`config.mk`:
```
export PLATFORM = sky130hd
export DESIGN_NAME = exec_top
export DESIGN_NICKNAME = d
export VERILOG_FILES = /design/src/verilog/core_pkg.sv /design/src/verilog/reg_file.sv /design/src/verilog/issue_stage.sv /design/src/verilog/alu_unit.sv /design/src/verilog/shift_unit.sv /design/src/verilog/writeback.sv /design/src/verilog/exec_top.sv
export SDC_FILE = /design/constraint.sdc
export NUM_CORES = 1
export LEC_CHECK = 0
export ABC_AREA = 1
export CAP_MARGIN = 10
export CORE_ASPECT_RATIO = 1.2
export CORE_MARGIN = 4
export CORE_UTILIZATION = 55
export CTS_BUF_LIST = sky130_fd_sc_hd__clkbuf_2 sky130_fd_sc_hd__clkbuf_4 sky130_fd_sc_hd__clkbuf_8
export DETAILED_ROUTE_END_ITERATION = 6
export DONT_BUFFER_PORTS = 1
export GPL_TIMING_DRIVEN = 0
export MAX_ROUTING_LAYER = met4
export PLACE_DENSITY = 0.8
export SLEW_MARGIN = 20
export SYNTH_ARGS = -nofsm -noshare
export SYNTH_HDL_FRONTEND = slang
export SYNTH_SLANG_ARGS = --single-unit
export TNS_END_PERCENT = 50
```
`constraint.sdc`:
```
create_clock -name clk -period 6.4 [get_ports clk]
set_input_delay 1.28 -clock clk [delete_from_list [all_inputs] [get_ports clk]]
set_output_delay 1.28 -clock clk [all_outputs]
set_load 0.1 [all_outputs]
```
`src/verilog/core_pkg.sv`:
```
package core_pkg;

	typedef logic [7:0] data_t;
	typedef logic [3:0] reg_idx_t;

	localparam int NUM_REGS = 16;

	// Top nibble of the instruction word
	localparam logic [3:0] CLASS_IMM = 4'b0100;
	localparam logic [3:0] CLASS_RR = 4'b0101;
	localparam logic [7:0] EXT_PREFIX = 8'b0101_1111; // Overlaps CLASS_RR, checked first

	// Register-register opcodes 0..11 write R1, 14 only sets flags
	localparam logic [3:0] RR_ALU_MAX = 4'd11;
	localparam logic [3:0] RR_CMP = 4'd14;

	localparam logic [3:0] EXT_RSH = 4'd0;
	localparam logic [3:0] EXT_RSHC = 4'd1;
	localparam logic [3:0] EXT_LSH = 4'd2;
	localparam logic [3:0] EXT_LSHC = 4'd3;
	localparam logic [3:0] EXT_ROR = 4'd4;
	localparam logic [3:0] EXT_ROL = 4'd5;
	localparam logic [3:0] EXT_CMPI = 4'd9;

	typedef struct packed {
		logic [3:0] cls;
		logic [3:0] opc;
		reg_idx_t r1;
		logic [3:0] r2; // Second register or immediate nibble
	} rr_t;

	typedef struct packed {
		logic [3:0] cls;
		reg_idx_t rd;
		data_t val;
	} imm_t;

	typedef struct packed {
		logic [7:0] prefix;
		logic [3:0] opc;
		reg_idx_t rg;
	} ext_t;

	typedef union packed {
		rr_t rr_view;
		imm_t imm_view;
		ext_t ext_view;
	} instr_u;

endpackage

```
`src/verilog/reg_file.sv`:
```
`timescale 1ns/1ps

module reg_file (
	input logic clk,
	input logic rst_n,
	input core_pkg::reg_idx_t rd_a_idx,
	output core_pkg::data_t rd_a,
	input core_pkg::reg_idx_t rd_b_idx,
	output core_pkg::data_t rd_b,
	input logic wr_en,
	input core_pkg::reg_idx_t wr_idx,
	input core_pkg::data_t wr_data
);

	core_pkg::data_t regs [core_pkg::NUM_REGS];

	always_ff @(posedge clk) begin
		if (!rst_n) begin
			for (int i = 0; i < core_pkg::NUM_REGS; i++) begin
				regs[i] <= '0;
			end
		end else if (wr_en && wr_idx != '0) begin
			regs[wr_idx] <= wr_data; // R0 stays zero
		end
	end

	// Asynchronous read so the stage sees last cycle's writeback
	assign rd_a = regs[rd_a_idx];
	assign rd_b = regs[rd_b_idx];

	// R0 must never be observed nonzero, even right after a write aimed at it
	a_r0_zero: assert property (@(posedge clk) disable iff (!rst_n)
		(rd_a_idx == '0 |-> rd_a == '0) and (rd_b_idx == '0 |-> rd_b == '0));

endmodule

```
`src/verilog/issue_stage.sv`:
```
`timescale 1ns/1ps

module issue_stage (
	input logic clk,
	input logic rst_n,
	input logic in_valid,
	output logic in_ready,
	input core_pkg::instr_u in_instr,
	input logic advance,
	output logic stage_valid,
	output core_pkg::instr_u stage_instr
);

	logic load;

	// Free slot, or the held instruction leaves this edge
	assign in_ready = !stage_valid || advance;
	assign load = in_valid && in_ready;

	always_ff @(posedge clk) begin
		if (!rst_n) begin
			stage_valid <= 1'b0;
		end else if (load) begin
			stage_valid <= 1'b1;
		end else if (advance) begin
			stage_valid <= 1'b0;
		end
	end

	always_ff @(posedge clk) begin
		if (load) begin
			stage_instr <= in_instr;
		end
	end

	// Writeback stalls must leave the held instruction untouched
	a_stage_hold: assert property (@(posedge clk) disable iff (!rst_n)
		stage_valid && !advance |=> stage_valid && $stable(stage_instr));

endmodule

```
`src/verilog/alu_unit.sv`:
```
`timescale 1ns/1ps

module alu_unit (
	input core_pkg::instr_u instr,
	input core_pkg::data_t op_a,
	input core_pkg::data_t op_b,
	input logic c_in,
	output core_pkg::data_t alu_data,
	output logic alu_c,
	output logic alu_z
);

	logic [3:0] nib;
	logic [8:0] res; // Carry in bit 8
	logic is_cmp;

	assign nib = instr.rr_view.r2;
	assign is_cmp = instr.rr_view.opc == core_pkg::RR_CMP;

	always_comb begin
		case (instr.rr_view.opc)
			4'd0: res = {1'b0, op_a} + {1'b0, op_b};
			4'd1: res = {1'b0, op_a} + {1'b0, op_b} + {8'h00, c_in};
			4'd2: res = {1'b0, op_a} + {1'b0, ~op_b} + 9'd1;
			4'd3: res = {1'b0, op_a} + {1'b0, ~op_b} + {8'h00, c_in};
			4'd4: res = {c_in, op_a & op_b};
			4'd5: res = {c_in, op_a | op_b};
			4'd6: res = {c_in, op_a ^ op_b};
			4'd7: res = {c_in, ~op_b};
			4'd8: res = {1'b0, op_a} + {5'h00, nib};
			4'd9: res = {1'b0, op_a} + {5'h00, nib} + {8'h00, c_in};
			4'd10: res = {1'b0, op_a} + {5'h0f, ~nib} + 9'd1; // Nibble subtract
			4'd11: res = {1'b0, op_a} + {5'h0f, ~nib} + {8'h00, c_in};
			core_pkg::RR_CMP: res = {op_a >= op_b, op_a};
			default: res = {c_in, op_a};
		endcase
	end

	assign alu_data = res[7:0];
	assign alu_c = res[8];
	assign alu_z = is_cmp ? (op_a == op_b) : (res[7:0] == 8'h00);

endmodule

```
`src/verilog/shift_unit.sv`:
```
`timescale 1ns/1ps

module shift_unit (
	input core_pkg::instr_u instr,
	input core_pkg::data_t op_a,
	input core_pkg::data_t op_r1,
	input logic c_in,
	output core_pkg::data_t sh_data,
	output logic sh_c,
	output logic sh_z
);

	logic [3:0] opc;
	logic fill; // Bit shifted in, carry only for the odd opcodes
	core_pkg::data_t nib_ext;

	assign opc = instr.ext_view.opc;
	assign fill = c_in & opc[0];
	assign nib_ext = {4'h0, instr.ext_view.rg};

	always_comb begin
		sh_data = op_a;
		sh_c = c_in;
		case (opc)
			core_pkg::EXT_RSH, core_pkg::EXT_RSHC: begin
				sh_data = {fill, op_a[7:1]};
				sh_c = op_a[0];
			end
			core_pkg::EXT_LSH, core_pkg::EXT_LSHC: begin
				sh_data = {op_a[6:0], fill};
				sh_c = op_a[7];
			end
			core_pkg::EXT_ROR: sh_data = {op_a[0], op_a[7:1]};
			core_pkg::EXT_ROL: sh_data = {op_a[6:0], op_a[7]};
			core_pkg::EXT_CMPI: begin
				sh_data = op_r1;
				sh_c = op_r1 >= nib_ext;
			end
			default: ;
		endcase
	end

	// Compare reports equality, everything else reports a zero result
	assign sh_z = (opc == core_pkg::EXT_CMPI) ? (op_r1 == nib_ext) : (sh_data == 8'h00);

endmodule

```
`src/verilog/writeback.sv`:
```
`timescale 1ns/1ps

module writeback (
	input logic clk,
	input logic rst_n,
	input logic stage_valid,
	input core_pkg::instr_u stage_instr,
	output logic advance,
	input core_pkg::data_t alu_data,
	input logic alu_c,
	input logic alu_z,
	input core_pkg::data_t sh_data,
	input logic sh_c,
	input logic sh_z,
	output logic imm_c_hold,
	input logic res_ready,
	output logic res_valid,
	output logic res_write,
	output core_pkg::reg_idx_t res_reg,
	output core_pkg::data_t res_data,
	output logic res_c,
	output logic res_z,
	output logic wr_en,
	output core_pkg::reg_idx_t wr_idx,
	output core_pkg::data_t wr_data
);

	logic is_imm;
	logic is_ext;
	logic is_rr;
	logic nxt_write;
	logic nxt_flags;
	core_pkg::reg_idx_t nxt_reg;
	core_pkg::data_t nxt_data;
	logic nxt_c;
	logic nxt_z;
	logic c_flag;
	logic z_flag;

	assign is_imm = stage_instr.imm_view.cls == core_pkg::CLASS_IMM;
	assign is_ext = stage_instr.ext_view.prefix == core_pkg::EXT_PREFIX;
	assign is_rr = stage_instr.rr_view.cls == core_pkg::CLASS_RR && !is_ext;

	always_comb begin
		nxt_write = 1'b0;
		nxt_flags = 1'b0;
		nxt_reg = stage_instr.rr_view.r1;
		nxt_data = alu_data;
		nxt_c = alu_c;
		nxt_z = alu_z;
		if (is_imm) begin
			nxt_write = 1'b1; // Flags untouched
			nxt_reg = stage_instr.imm_view.rd;
			nxt_data = stage_instr.imm_view.val;
		end else if (is_ext) begin
			nxt_reg = stage_instr.ext_view.rg;
			nxt_data = sh_data;
			nxt_c = sh_c;
			nxt_z = sh_z;
			nxt_write = stage_instr.ext_view.opc <= core_pkg::EXT_ROL;
			nxt_flags = nxt_write || stage_instr.ext_view.opc == core_pkg::EXT_CMPI;
		end else if (is_rr) begin
			nxt_write = stage_instr.rr_view.opc <= core_pkg::RR_ALU_MAX;
			nxt_flags = nxt_write || stage_instr.rr_view.opc == core_pkg::RR_CMP;
		end
	end

	// Retire when the output register is empty or drains this edge
	assign advance = stage_valid && (!res_valid || res_ready);

	assign wr_en = advance && nxt_write;
	assign wr_idx = nxt_reg;
	assign wr_data = nxt_data;

	always_ff @(posedge clk) begin
		if (!rst_n) begin
			res_valid <= 1'b0;
			c_flag <= 1'b0;
			z_flag <= 1'b0;
		end else if (advance) begin
			res_valid <= 1'b1;
			if (nxt_flags) begin
				c_flag <= nxt_c;
				z_flag <= nxt_z;
			end
		end else if (res_ready) begin
			res_valid <= 1'b0;
		end
	end

	always_ff @(posedge clk) begin
		if (advance) begin
			res_write <= nxt_write;
			res_reg <= nxt_reg;
			res_data <= nxt_data;
		end
	end

	// Flags only move on advance, so they double as the reported flags
	assign res_c = c_flag;
	assign res_z = z_flag;
	assign imm_c_hold = c_flag;

	a_res_hold: assert property (@(posedge clk) disable iff (!rst_n)
		res_valid && !res_ready |=> res_valid
			&& $stable({res_write, res_reg, res_data, res_c, res_z}));

endmodule

```
`src/verilog/exec_top.sv`:
```
`timescale 1ns/1ps

module exec_top (
	input logic clk,
	input logic rst_n,
	input logic in_valid,
	output logic in_ready,
	input core_pkg::instr_u in_instr,
	input logic res_ready,
	output logic res_valid,
	output logic res_write,
	output core_pkg::reg_idx_t res_reg,
	output core_pkg::data_t res_data,
	output logic res_c,
	output logic res_z
);

	logic stage_valid;
	core_pkg::instr_u stage_instr;
	logic advance;
	core_pkg::reg_idx_t rd_a_idx;
	core_pkg::data_t rd_a;
	core_pkg::data_t rd_b;
	core_pkg::data_t alu_data;
	logic alu_c;
	logic alu_z;
	core_pkg::data_t sh_data;
	logic sh_c;
	logic sh_z;
	logic c_flag;
	logic wr_en;
	core_pkg::reg_idx_t wr_idx;
	core_pkg::data_t wr_data;

	// EXT needs R1 on port A for the immediate compare, its own register on port B
	assign rd_a_idx = (stage_instr.ext_view.prefix == core_pkg::EXT_PREFIX) ? 4'd1
		: stage_instr.rr_view.r1;

	issue_stage issue_stage_inst (
		.clk(clk),
		.rst_n(rst_n),
		.in_valid(in_valid),
		.in_ready(in_ready),
		.in_instr(in_instr),
		.advance(advance),
		.stage_valid(stage_valid),
		.stage_instr(stage_instr)
	);

	reg_file reg_file_inst (
		.clk(clk),
		.rst_n(rst_n),
		.rd_a_idx(rd_a_idx),
		.rd_a(rd_a),
		.rd_b_idx(stage_instr.rr_view.r2),
		.rd_b(rd_b),
		.wr_en(wr_en),
		.wr_idx(wr_idx),
		.wr_data(wr_data)
	);

	alu_unit alu_unit_inst (
		.instr(stage_instr),
		.op_a(rd_a),
		.op_b(rd_b),
		.c_in(c_flag),
		.alu_data(alu_data),
		.alu_c(alu_c),
		.alu_z(alu_z)
	);

	shift_unit shift_unit_inst (
		.instr(stage_instr),
		.op_a(rd_b),
		.op_r1(rd_a),
		.c_in(c_flag),
		.sh_data(sh_data),
		.sh_c(sh_c),
		.sh_z(sh_z)
	);

	writeback writeback_inst (
		.clk(clk),
		.rst_n(rst_n),
		.stage_valid(stage_valid),
		.stage_instr(stage_instr),
		.advance(advance),
		.alu_data(alu_data),
		.alu_c(alu_c),
		.alu_z(alu_z),
		.sh_data(sh_data),
		.sh_c(sh_c),
		.sh_z(sh_z),
		.imm_c_hold(c_flag),
		.res_ready(res_ready),
		.res_valid(res_valid),
		.res_write(res_write),
		.res_reg(res_reg),
		.res_data(res_data),
		.res_c(res_c),
		.res_z(res_z),
		.wr_en(wr_en),
		.wr_idx(wr_idx),
		.wr_data(wr_data)
	);

endmodule

```
==> out/metrics.cfg, run 1 <==
[synthesis]
synthTopCellsByCount = 279 x nand2_1, 226 x nor2_1, 196 x inv_1
synth_most_common_cell = nand2_1
postSynthAreaPerCell_um2 = 7.65
synth_ff_type = edfxtp_1
async_flop_share_pct = 0
synth_top_area_cell = edfxtp_1
syn_inst = 1556
synth_top_area_share_pct = 39.6
synth_seq_area_share_pct = 41.0
synthDistinctLibCells = 54
synth_edf_count = 157
synth.area.top_cells = edfxtp_1 40%, nand2_1 8.8%, nor2_1 7.1%, inv_1 6.2%, nand3_1 5.8%
yosys_warnings = 0
synth_seq_cells = 165
netlist_area_um2 = 11900

[floorplan]
die_h_um = 169
dieArea_um2 = 24100
die_w_um = 142
floorplan.initialDensity_pct = 56.3
fp.coreArea_um2 = 21100
rows = 58
pin_count = 37

[finish]
reg.largest.list = reg_file_inst.regs (128), issue_stage_inst.stage_instr (16), writeback_inst.res_data (8)
largest_register_ffs = 128
fin_cells = 1866
drive_above_1_share_pct = 8.28
largest-register = reg_file_inst.regs
syn_to_final_growth_pct = 6.69
nets = 1645
fill_cells = 1930

[global_routing]
grt_pass1_vias = 10900
gr-max-usage-layer = met2
grtUsageMet1_pct = 42.1
grt_max_degree = 25
gr-usage-met3_pct = 5.26
use_met2_pct = 61.5
grt.total_usage_pct = 36.7
grt_overflow_total = 0
grt_pass1_wl_um = 64400
antenna_found_initial = 1

[setup_path]
r2r_slack_ps = 330
cp.arrival_ps = 6280
crit_required_ps = 6610
crit_fanout = 10
reg2regPathDepth = 29
cp_common_cell = inv_1
end_kind = flop
max_stage_delay_ps = 560
cpMaxStageDelayCell = edfxtp_1
critPathLaunchType = flop
worstSetupPathType = flop to flop

[clock_tree]
clk_pin_slew_ps = 100
hold_buffers = 0
cts_max_path_buffers = 2
clock_sinks = 165
clk_latency_ps = 480
cts_buffers = 17
root_buffer = clkbuf_8
htree_num_levels = 4
tritoncts = built

[power]
power.total_mw = 3.17
leakage_nw = 5.34
ir_drop_mv = 0.268
p_per_area_nw_per_um2 = 250

[routing]
dr_total_vias = 11500
firstDrtPassIters = 6
ant_nets = 0
wl_um = 42700
drc_errors = 0
drt-wirelength-per-cell_um = 22.9
drtIter0Drc = 1574
viasPerCell = 6.16

[timing]
fin_crit_sh_pct = 94.8
relSlewSlack_pct = 26.5
drv_slew = 0
tns_ps = 0
finClkSkew_ps = 19.9
rsz0062_at_grt = false
hold_viol = 0
worstMarginPinSlew_ps = 1100
fin_crit_ps = 6070
fmax_mhz = 165
setup_viol = 0

[run_status]
status = complete, no violations

[placed_design]
gp_congestion = 1.09
port_buffers = 0
place_inst = 1833
place_hpwl_um = 33000

[worst_hold_path]
hp-class = flop to flop
holdPathStages = 2

[flow_run]
maxCapViolCount = 0

critical path: cells and delay by family (launching register included):
| kind | cells | cell delay [ps] |
|---|---|---|
| buffers and inverters | 8 | 1650 |
| AO/OA/AOI/OAI | 7 | 1350 |
| AND/OR/NAND/NOR | 12 | 1740 |
| adder cells (fa/ha/maj) | 1 | 280 |
| XOR/XNOR | 1 | 200 |
| flip-flops | 1 | 560 |
where the power goes:
| group | internal (mW) | switching [mW] | total, mW |
|---|---|---|---|
| sequential | 1.23 | 0.0867 | 1.32 |
| combinational | 0.297 | 0.748 | 1.04 |
| clock | 0.364 | 0.440 | 0.804 |
placed cells by master, fill, tap and decap left out, drive strengths merged, types with 2 or more instances in the layout:
cell / Yosys / layout
nand4: 7 / 7
o311ai: 2 / 2
ha: 39 / 39
o21ai: 128 / 128
a2111oi: 2 / 2
o22ai: 7 / 7
edfxtp: 157 / 157
a41oi: 2 / 2
o2111ai: 3 / 3
a211oi: 4 / 4
conb: 1 / 8
o221ai: 13 / 13
xor2: 12 / 12
fa: 4 / 4
o31ai: 3 / 3
nand3b: 3 / 3
a31oi: 2 / 2
mux2i: 13 / 13
a221oi: 4 / 4
buf: 48 / 49
bufinv: 0 / 2
o211ai: 30 / 30
a21oi: 127 / 127
dfxtp: 8 / 8
clkbuf: 24 / 41
and2: 15 / 15
clkinv: 4 / 9
or2: 2 / 2
nor2: 231 / 231
nand3: 145 / 145
a21boi: 2 / 2
inv: 201 / 208
nand2: 291 / 291
nor4: 2 / 2
o21bai: 8 / 8
xnor2: 3 / 3
nor3: 7 / 7
final cells by class:
cell class                      instances  area, um2  share of cell area [%]
Antenna cell                            1       2.50                  0.0197
Buffer                                 71        414                    3.26
Clock buffer                           18        241                    1.90
Clock inverter                         14        164                    1.29
Inverter                              205        769                    6.06
Multi-Input combinational cell       1121       5880                    46.3
Sequential cell                       165       4880                    38.4
Tap cell                              270        338                    2.66
Timing Repair Buffer                    1       7.51                  0.0591
final timing paths:
| kind | from | to |
|---|---|---|
| min | issue_stage_inst.stage_valid$_SDFFE_PN0P_ | writeback_inst.res_valid$_SDFFE_PN0P_ |
| max reg2reg | issue_stage_inst.stage_instr[10]$_DFFE_PP_ | reg_file_inst.regs[11][4]$_SDFFCE_PN0P_ |
| min reg2reg | issue_stage_inst.stage_valid$_SDFFE_PN0P_ | writeback_inst.res_valid$_SDFFE_PN0P_ |
| max | issue_stage_inst.stage_instr[10]$_DFFE_PP_ | reg_file_inst.regs[11][4]$_SDFFCE_PN0P_ |
metal layers:
metal / share of wire [%] / up-vias
li1: - / 5279
met1: 36 / 5301
met2: 50 / 750
met3: 8.5 / 167
met4: 6.3 / 0
met5: 0 / -
logic make-up (layout without fill, tap and decap cells):
kind of cell / after synthesis / count (layout) / synth area share [%]
and+or+nand+nor: 703 / 703 / 25.4
AOI/OAI and AO/OA: 338 / 338 / 16.6
buffers and inverters: 277 / 309 / 9.95
DFF: 165 / 165 / 41.0
adders and majority gates: 43 / 43 / 4.77
xor gates and xnor gates: 15 / 15 / 1.10
muxes: 14 / 14 / 1.19
other: 1 / 9 / 0.0315
through the flow:
stage	instance area, um2	worst slack (ps)	utilization, %	hold WS [ps]
2_1_floorplan	11900	1750	-	483
5_1_grt	12700	64.4	60.1	574
3_3_place_gp	12300	159	58.1	509
6_report	12700	331	60.1	556
3_5_place_dp	12300	162	58.1	535
4_1_cts	12700	131	60.0	552
what timing repair did:
action                                  CTS  global route
resized for setup                         0            12
endpoints found under the setup margin    0            92
buffers inserted                          0             1
No activity file was read; power rests on OpenSTA's default activity.
==> inputs of run 2 (changes only) <==
--- a/config.mk
+++ b/config.mk
@@ -19,5 +19,6 @@
 export SLEW_MARGIN = 20
 export SYNTH_ARGS = -nofsm -noshare
 export SYNTH_HDL_FRONTEND = slang
+export SYNTH_HIERARCHICAL = 1
 export SYNTH_SLANG_ARGS = --single-unit
 export TNS_END_PERCENT = 50
==> run 2 against run 1 <==
Synthesized cell count rose by 17%. Power barely moved. Maximum frequency rose by 0.38%. Critical path type unchanged. Largest cell class unchanged.
==> out/metrics.cfg, run 2 <==
[routing]
drtIter0Drc = 1572  ; was 1,574
drc_errors = 0  ; unchanged
dr_total_vias = 12800  ; was 11.5k
viasPerCell = 5.91  ; was 6.16
wl_um = 47000  ; was 42,700 um
drt-wirelength-per-cell_um = 21.8  ; was 22.9 um
ant_nets = 0  ; unchanged
firstDrtPassIters = 6  ; unchanged

[floorplan]
die_w_um = 146  ; was 142 um
fp.coreArea_um2 = 22400  ; was 21,100 um2
pin_count = 37  ; unchanged
die_h_um = 173  ; was 169 um
floorplan.initialDensity_pct = 55.9  ; was 56.3%
dieArea_um2 = 25300  ; was 24,100 um2
rows = 60  ; was 58

[clock_tree]
root_buffer = clkbuf_8  ; unchanged
tritoncts = built  ; unchanged
hold_buffers = 0  ; unchanged
cts_buffers = 17  ; unchanged
clk_latency_ps = 480  ; about the same
cts_max_path_buffers = 2  ; unchanged
clock_sinks = 161  ; was 165
clk_pin_slew_ps = 110  ; was 100 ps
htree_num_levels = 4  ; unchanged

[finish]
nets = 1931  ; was 1,645
largest_register_ffs = 128  ; unchanged
fill_cells = 2149  ; was 1,930
finalInstanceArea_um2 = 13500  ; was 12,700 um2
n_antenna_cell = 0  ; was 1
reg.largest.list = reg_file_inst/regs (128), issue_stage_inst/stage_instr (16), writeback_inst/res_data (8)  ; was reg_file_inst.regs (128), issue_stage_inst.stage_instr (16), writeback_inst.res_data (8)
fin_cells = 2159  ; was 1,866
layout_commonest_cell = nand2_1  ; unchanged
largest-register = reg_file_inst/regs  ; was reg_file_inst.regs
layout_common_cells = 533 x nand2_1, 335 x nand3_1, 277 x inv_1, 210 x nor2_1, 157 x edfxtp_1  ; was 277 x nand2_1, 225 x nor2_1, 194 x inv_1, 157 x edfxtp_1, 138 x nand3_1
syn_to_final_growth_pct = 7.29  ; was 6.69%
drive_above_1_share_pct = 9.57  ; was 8.28%

[global_routing]
grt_pass1_wl_um = 69500  ; was 64,400 um
grt_pass1_vias = 12100  ; was 10.9k
grt_max_degree = 19  ; was 25
grt_overflow_total = 0  ; unchanged
grt.total_usage_pct = 37.4  ; was 36.7%
antenna_found_initial = 0  ; was 1

[synthesis]
synthTopCellsByCount = 534 x nand2_1, 335 x nand3_1, 278 x inv_1  ; was 279 x nand2_1, 226 x nor2_1, 196 x inv_1
synth-compound-area-share_pct = 4.46  ; was 16.6%
yosys_warnings = 6  ; was 0
synthDistinctLibCells = 46  ; was 54
postSynthAreaPerCell_um2 = 6.87  ; was 7.65 um2
synth_top_area_share_pct = 37.6  ; was 39.6%
synth_most_common_cell = nand2_1  ; unchanged
synth_seq_area_share_pct = 38.2  ; was 41.0%
synth_xor_area_share_pct = 0.279  ; was 1.10%
synth_edf_count = 157  ; unchanged
synth_top_area_cell = edfxtp_1  ; unchanged
syn_inst = 1827  ; was 1,556
synth_seq_cells = 161  ; was 165
synth_ff_type = edfxtp_1  ; unchanged
muxShareOfSynthArea_pct = 0  ; was 1.19%
async_flop_share_pct = 0  ; unchanged
netlist_area_um2 = 12500  ; was 11,900 um2
synthAdderAreaFrac_pct = 4.63  ; was 4.77%
synth.area.top_cells = edfxtp_1 38%, nand2_1 16%, nand3_1 13%, inv_1 8.3%, nor2_1 6.3%  ; was edfxtp_1 40%, nand2_1 8.8%, nor2_1 7.1%, inv_1 6.2%, nand3_1 5.8%
synthSimpleGateAreaFrac_pct = 40.5  ; was 25.4%
synth_top_family_by_area = simple AND/OR/NAND/NOR gates  ; unchanged

[power]
p_comb_share_pct = 35.0  ; was 33.0%
p_clk_share_pct = 24.1  ; was 25.4%
p_per_area_nw_per_um2 = 236  ; was 250 nW/um2
ir_drop_mv = 0.177  ; was 0.268 mV
p_int_mw = 1.80  ; was 1.89 mW
p_sw_mw = 1.37  ; was 1.28 mW
p_sw_share_pct = 43.2  ; was 40.2%
pwr-share-seq_pct = 41.0  ; was 41.7%
power.total_mw = 3.17  ; about the same
leakage_nw = 6.69  ; was 5.34 nW

[placed_design]
placed_cell_area_um2 = 12900  ; was 12,300 um2
place_hpwl_um = 36000  ; was 33,000 um
port_buffers = 0  ; unchanged
place_ws_ps = -465  ; was 162 ps
gp_congestion = 1.06  ; was 1.09
place_inst = 2113  ; was 1,833

[timing]
finClkSkew_ps = 33.4  ; was 19.9 ps
fmax_mhz = 165  ; about the same
setup_viol = 0  ; unchanged
fin_hold_ws_ps = 618  ; was 556 ps
fin_crit_sh_pct = 94.5  ; was 94.8%
relSlewSlack_pct = 32.4  ; was 26.5%
fin_crit_ps = 6050  ; was 6070 ps
worstMarginPinSlew_ps = 1010  ; was 1100 ps
hold_viol = 0  ; unchanged
drv_slew = 0  ; unchanged
rsz0062_at_grt = false  ; unchanged
worst_slack_ps = 354  ; was 331 ps

[setup_path]
max_stage_delay_ps = 680  ; was 560 ps
cpMaxStageDelayCell = edfxtp_1  ; unchanged
crit_fanout = 10  ; unchanged
crit_required_ps = 6610  ; about the same
end_kind = flop  ; unchanged
critPathLaunchType = flop  ; unchanged
cp.arrival_ps = 6260  ; was 6280 ps
cp_common_cell = nand3_1  ; was inv_1
worstSetupPathType = flop to flop  ; unchanged

[worst_hold_path]
hp-class = flop to flop  ; unchanged

[run_status]
status = complete, no violations  ; unchanged

[flow_run]
maxCapViolCount = 0  ; unchanged

==> run 2: changes by cell type after synthesis, sizes merged, moves of 18 or more <==
| cell | before | now |
|---|---|---|
| nand2 | 291 | 562 |
| nand3 | 145 | 336 |
| o21ai | 128 | 28 |
| a21oi | 127 | 32 |
| inv | 201 | 288 |
| o211ai | 30 | 0 |
| clkbuf | 24 | 6 |
==> run 2: per-stage QoR <==
| stage | setup TNS (ps) | util, % |
|---|---|---|
| after floorplan | 0 | - |
| after global placement | -6100 | 57.6 |
| after detailed placement | -7390 | 57.6 |
| after CTS | 0 | 59.4 |
| after global routing | 0 | 60.0 |
| final | 0 | 60.0 |
==> run 2: cell families after synthesis <==
group                      Yosys count
AOI/OAI and AO/OA                   93
other                                1
buffers and inverters              359
and+or+nand+nor                   1165
xor gates and xnor gates             4
adders and majority gates           44
DFF                                161
==> run 2: critical path: cells and delay by family (launching register included) <==
kind	cells	cell delay, ps
flops	1	680
simple gates	18	2450
compound gates	2	330
buf+inv	8	2020
fa+ha+maj	1	290
==> run 2: area by class of cell <==
type	count	area [um2]	area share, %
Sequential cell	161	4790	35.6
Timing Repair Buffer	14	105	0.781
Buffer	70	412	3.06
Clock buffer	18	241	1.79
Clock inverter	14	170	1.26
Tap cell	279	349	2.59
Multi-Input combinational cell	1314	6300	46.8
Inverter	289	1090	8.07
==> run 2: repair_timing <==
item | in CTS | in global routing
buffers inserted | 0 | 14
resized for setup | 4 | 9
setup endpoints to repair | 20 | 35
==> run 2: power by group through the flow <==
stage	logic (mW)	registers, mW	clock network, mW
finish	1.11	1.30	0.763
global route	1.20	1.30	0.813
CTS	1.06	1.30	0.770
detailed placement	1.05	1.33	0
global placement	1.04	1.33	0
floorplan	0.716	1.31	0
==> run 2: per-layer routing <==
| metal | vias to the layer above | wire length (um) | GRT usage [%] |
|---|---|---|---|
| met3 | 213 | 4410 | 5.83 |
| li1 | 5932 | - | - |
| met1 | 5825 | 16300 | 42.1 |
| met5 | - | 0 | - |
| met2 | 793 | 22500 | 62.2 |
| met4 | 0 | 3750 | 23.4 |
==> run 2: path summary, 6_finish.rpt <==
kind | startpoint | end | slack [ps] | depth (start not counted)
worst max-delay path | issue_stage_inst/stage_instr[1]$_DFFE_PP_ | reg_file_inst/regs[6][7]$_SDFFCE_PN0P_ | 350 | 29
worst min register to register | issue_stage_inst/stage_valid$_SDFFE_PN0P_ | writeback_inst/res_valid$_SDFFE_PN0P_ | 620 | 2
worst min-delay path | issue_stage_inst/stage_valid$_SDFFE_PN0P_ | writeback_inst/res_valid$_SDFFE_PN0P_ | 620 | 2
worst max register to register | issue_stage_inst/stage_instr[1]$_DFFE_PP_ | reg_file_inst/regs[6][7]$_SDFFCE_PN0P_ | 350 | 29
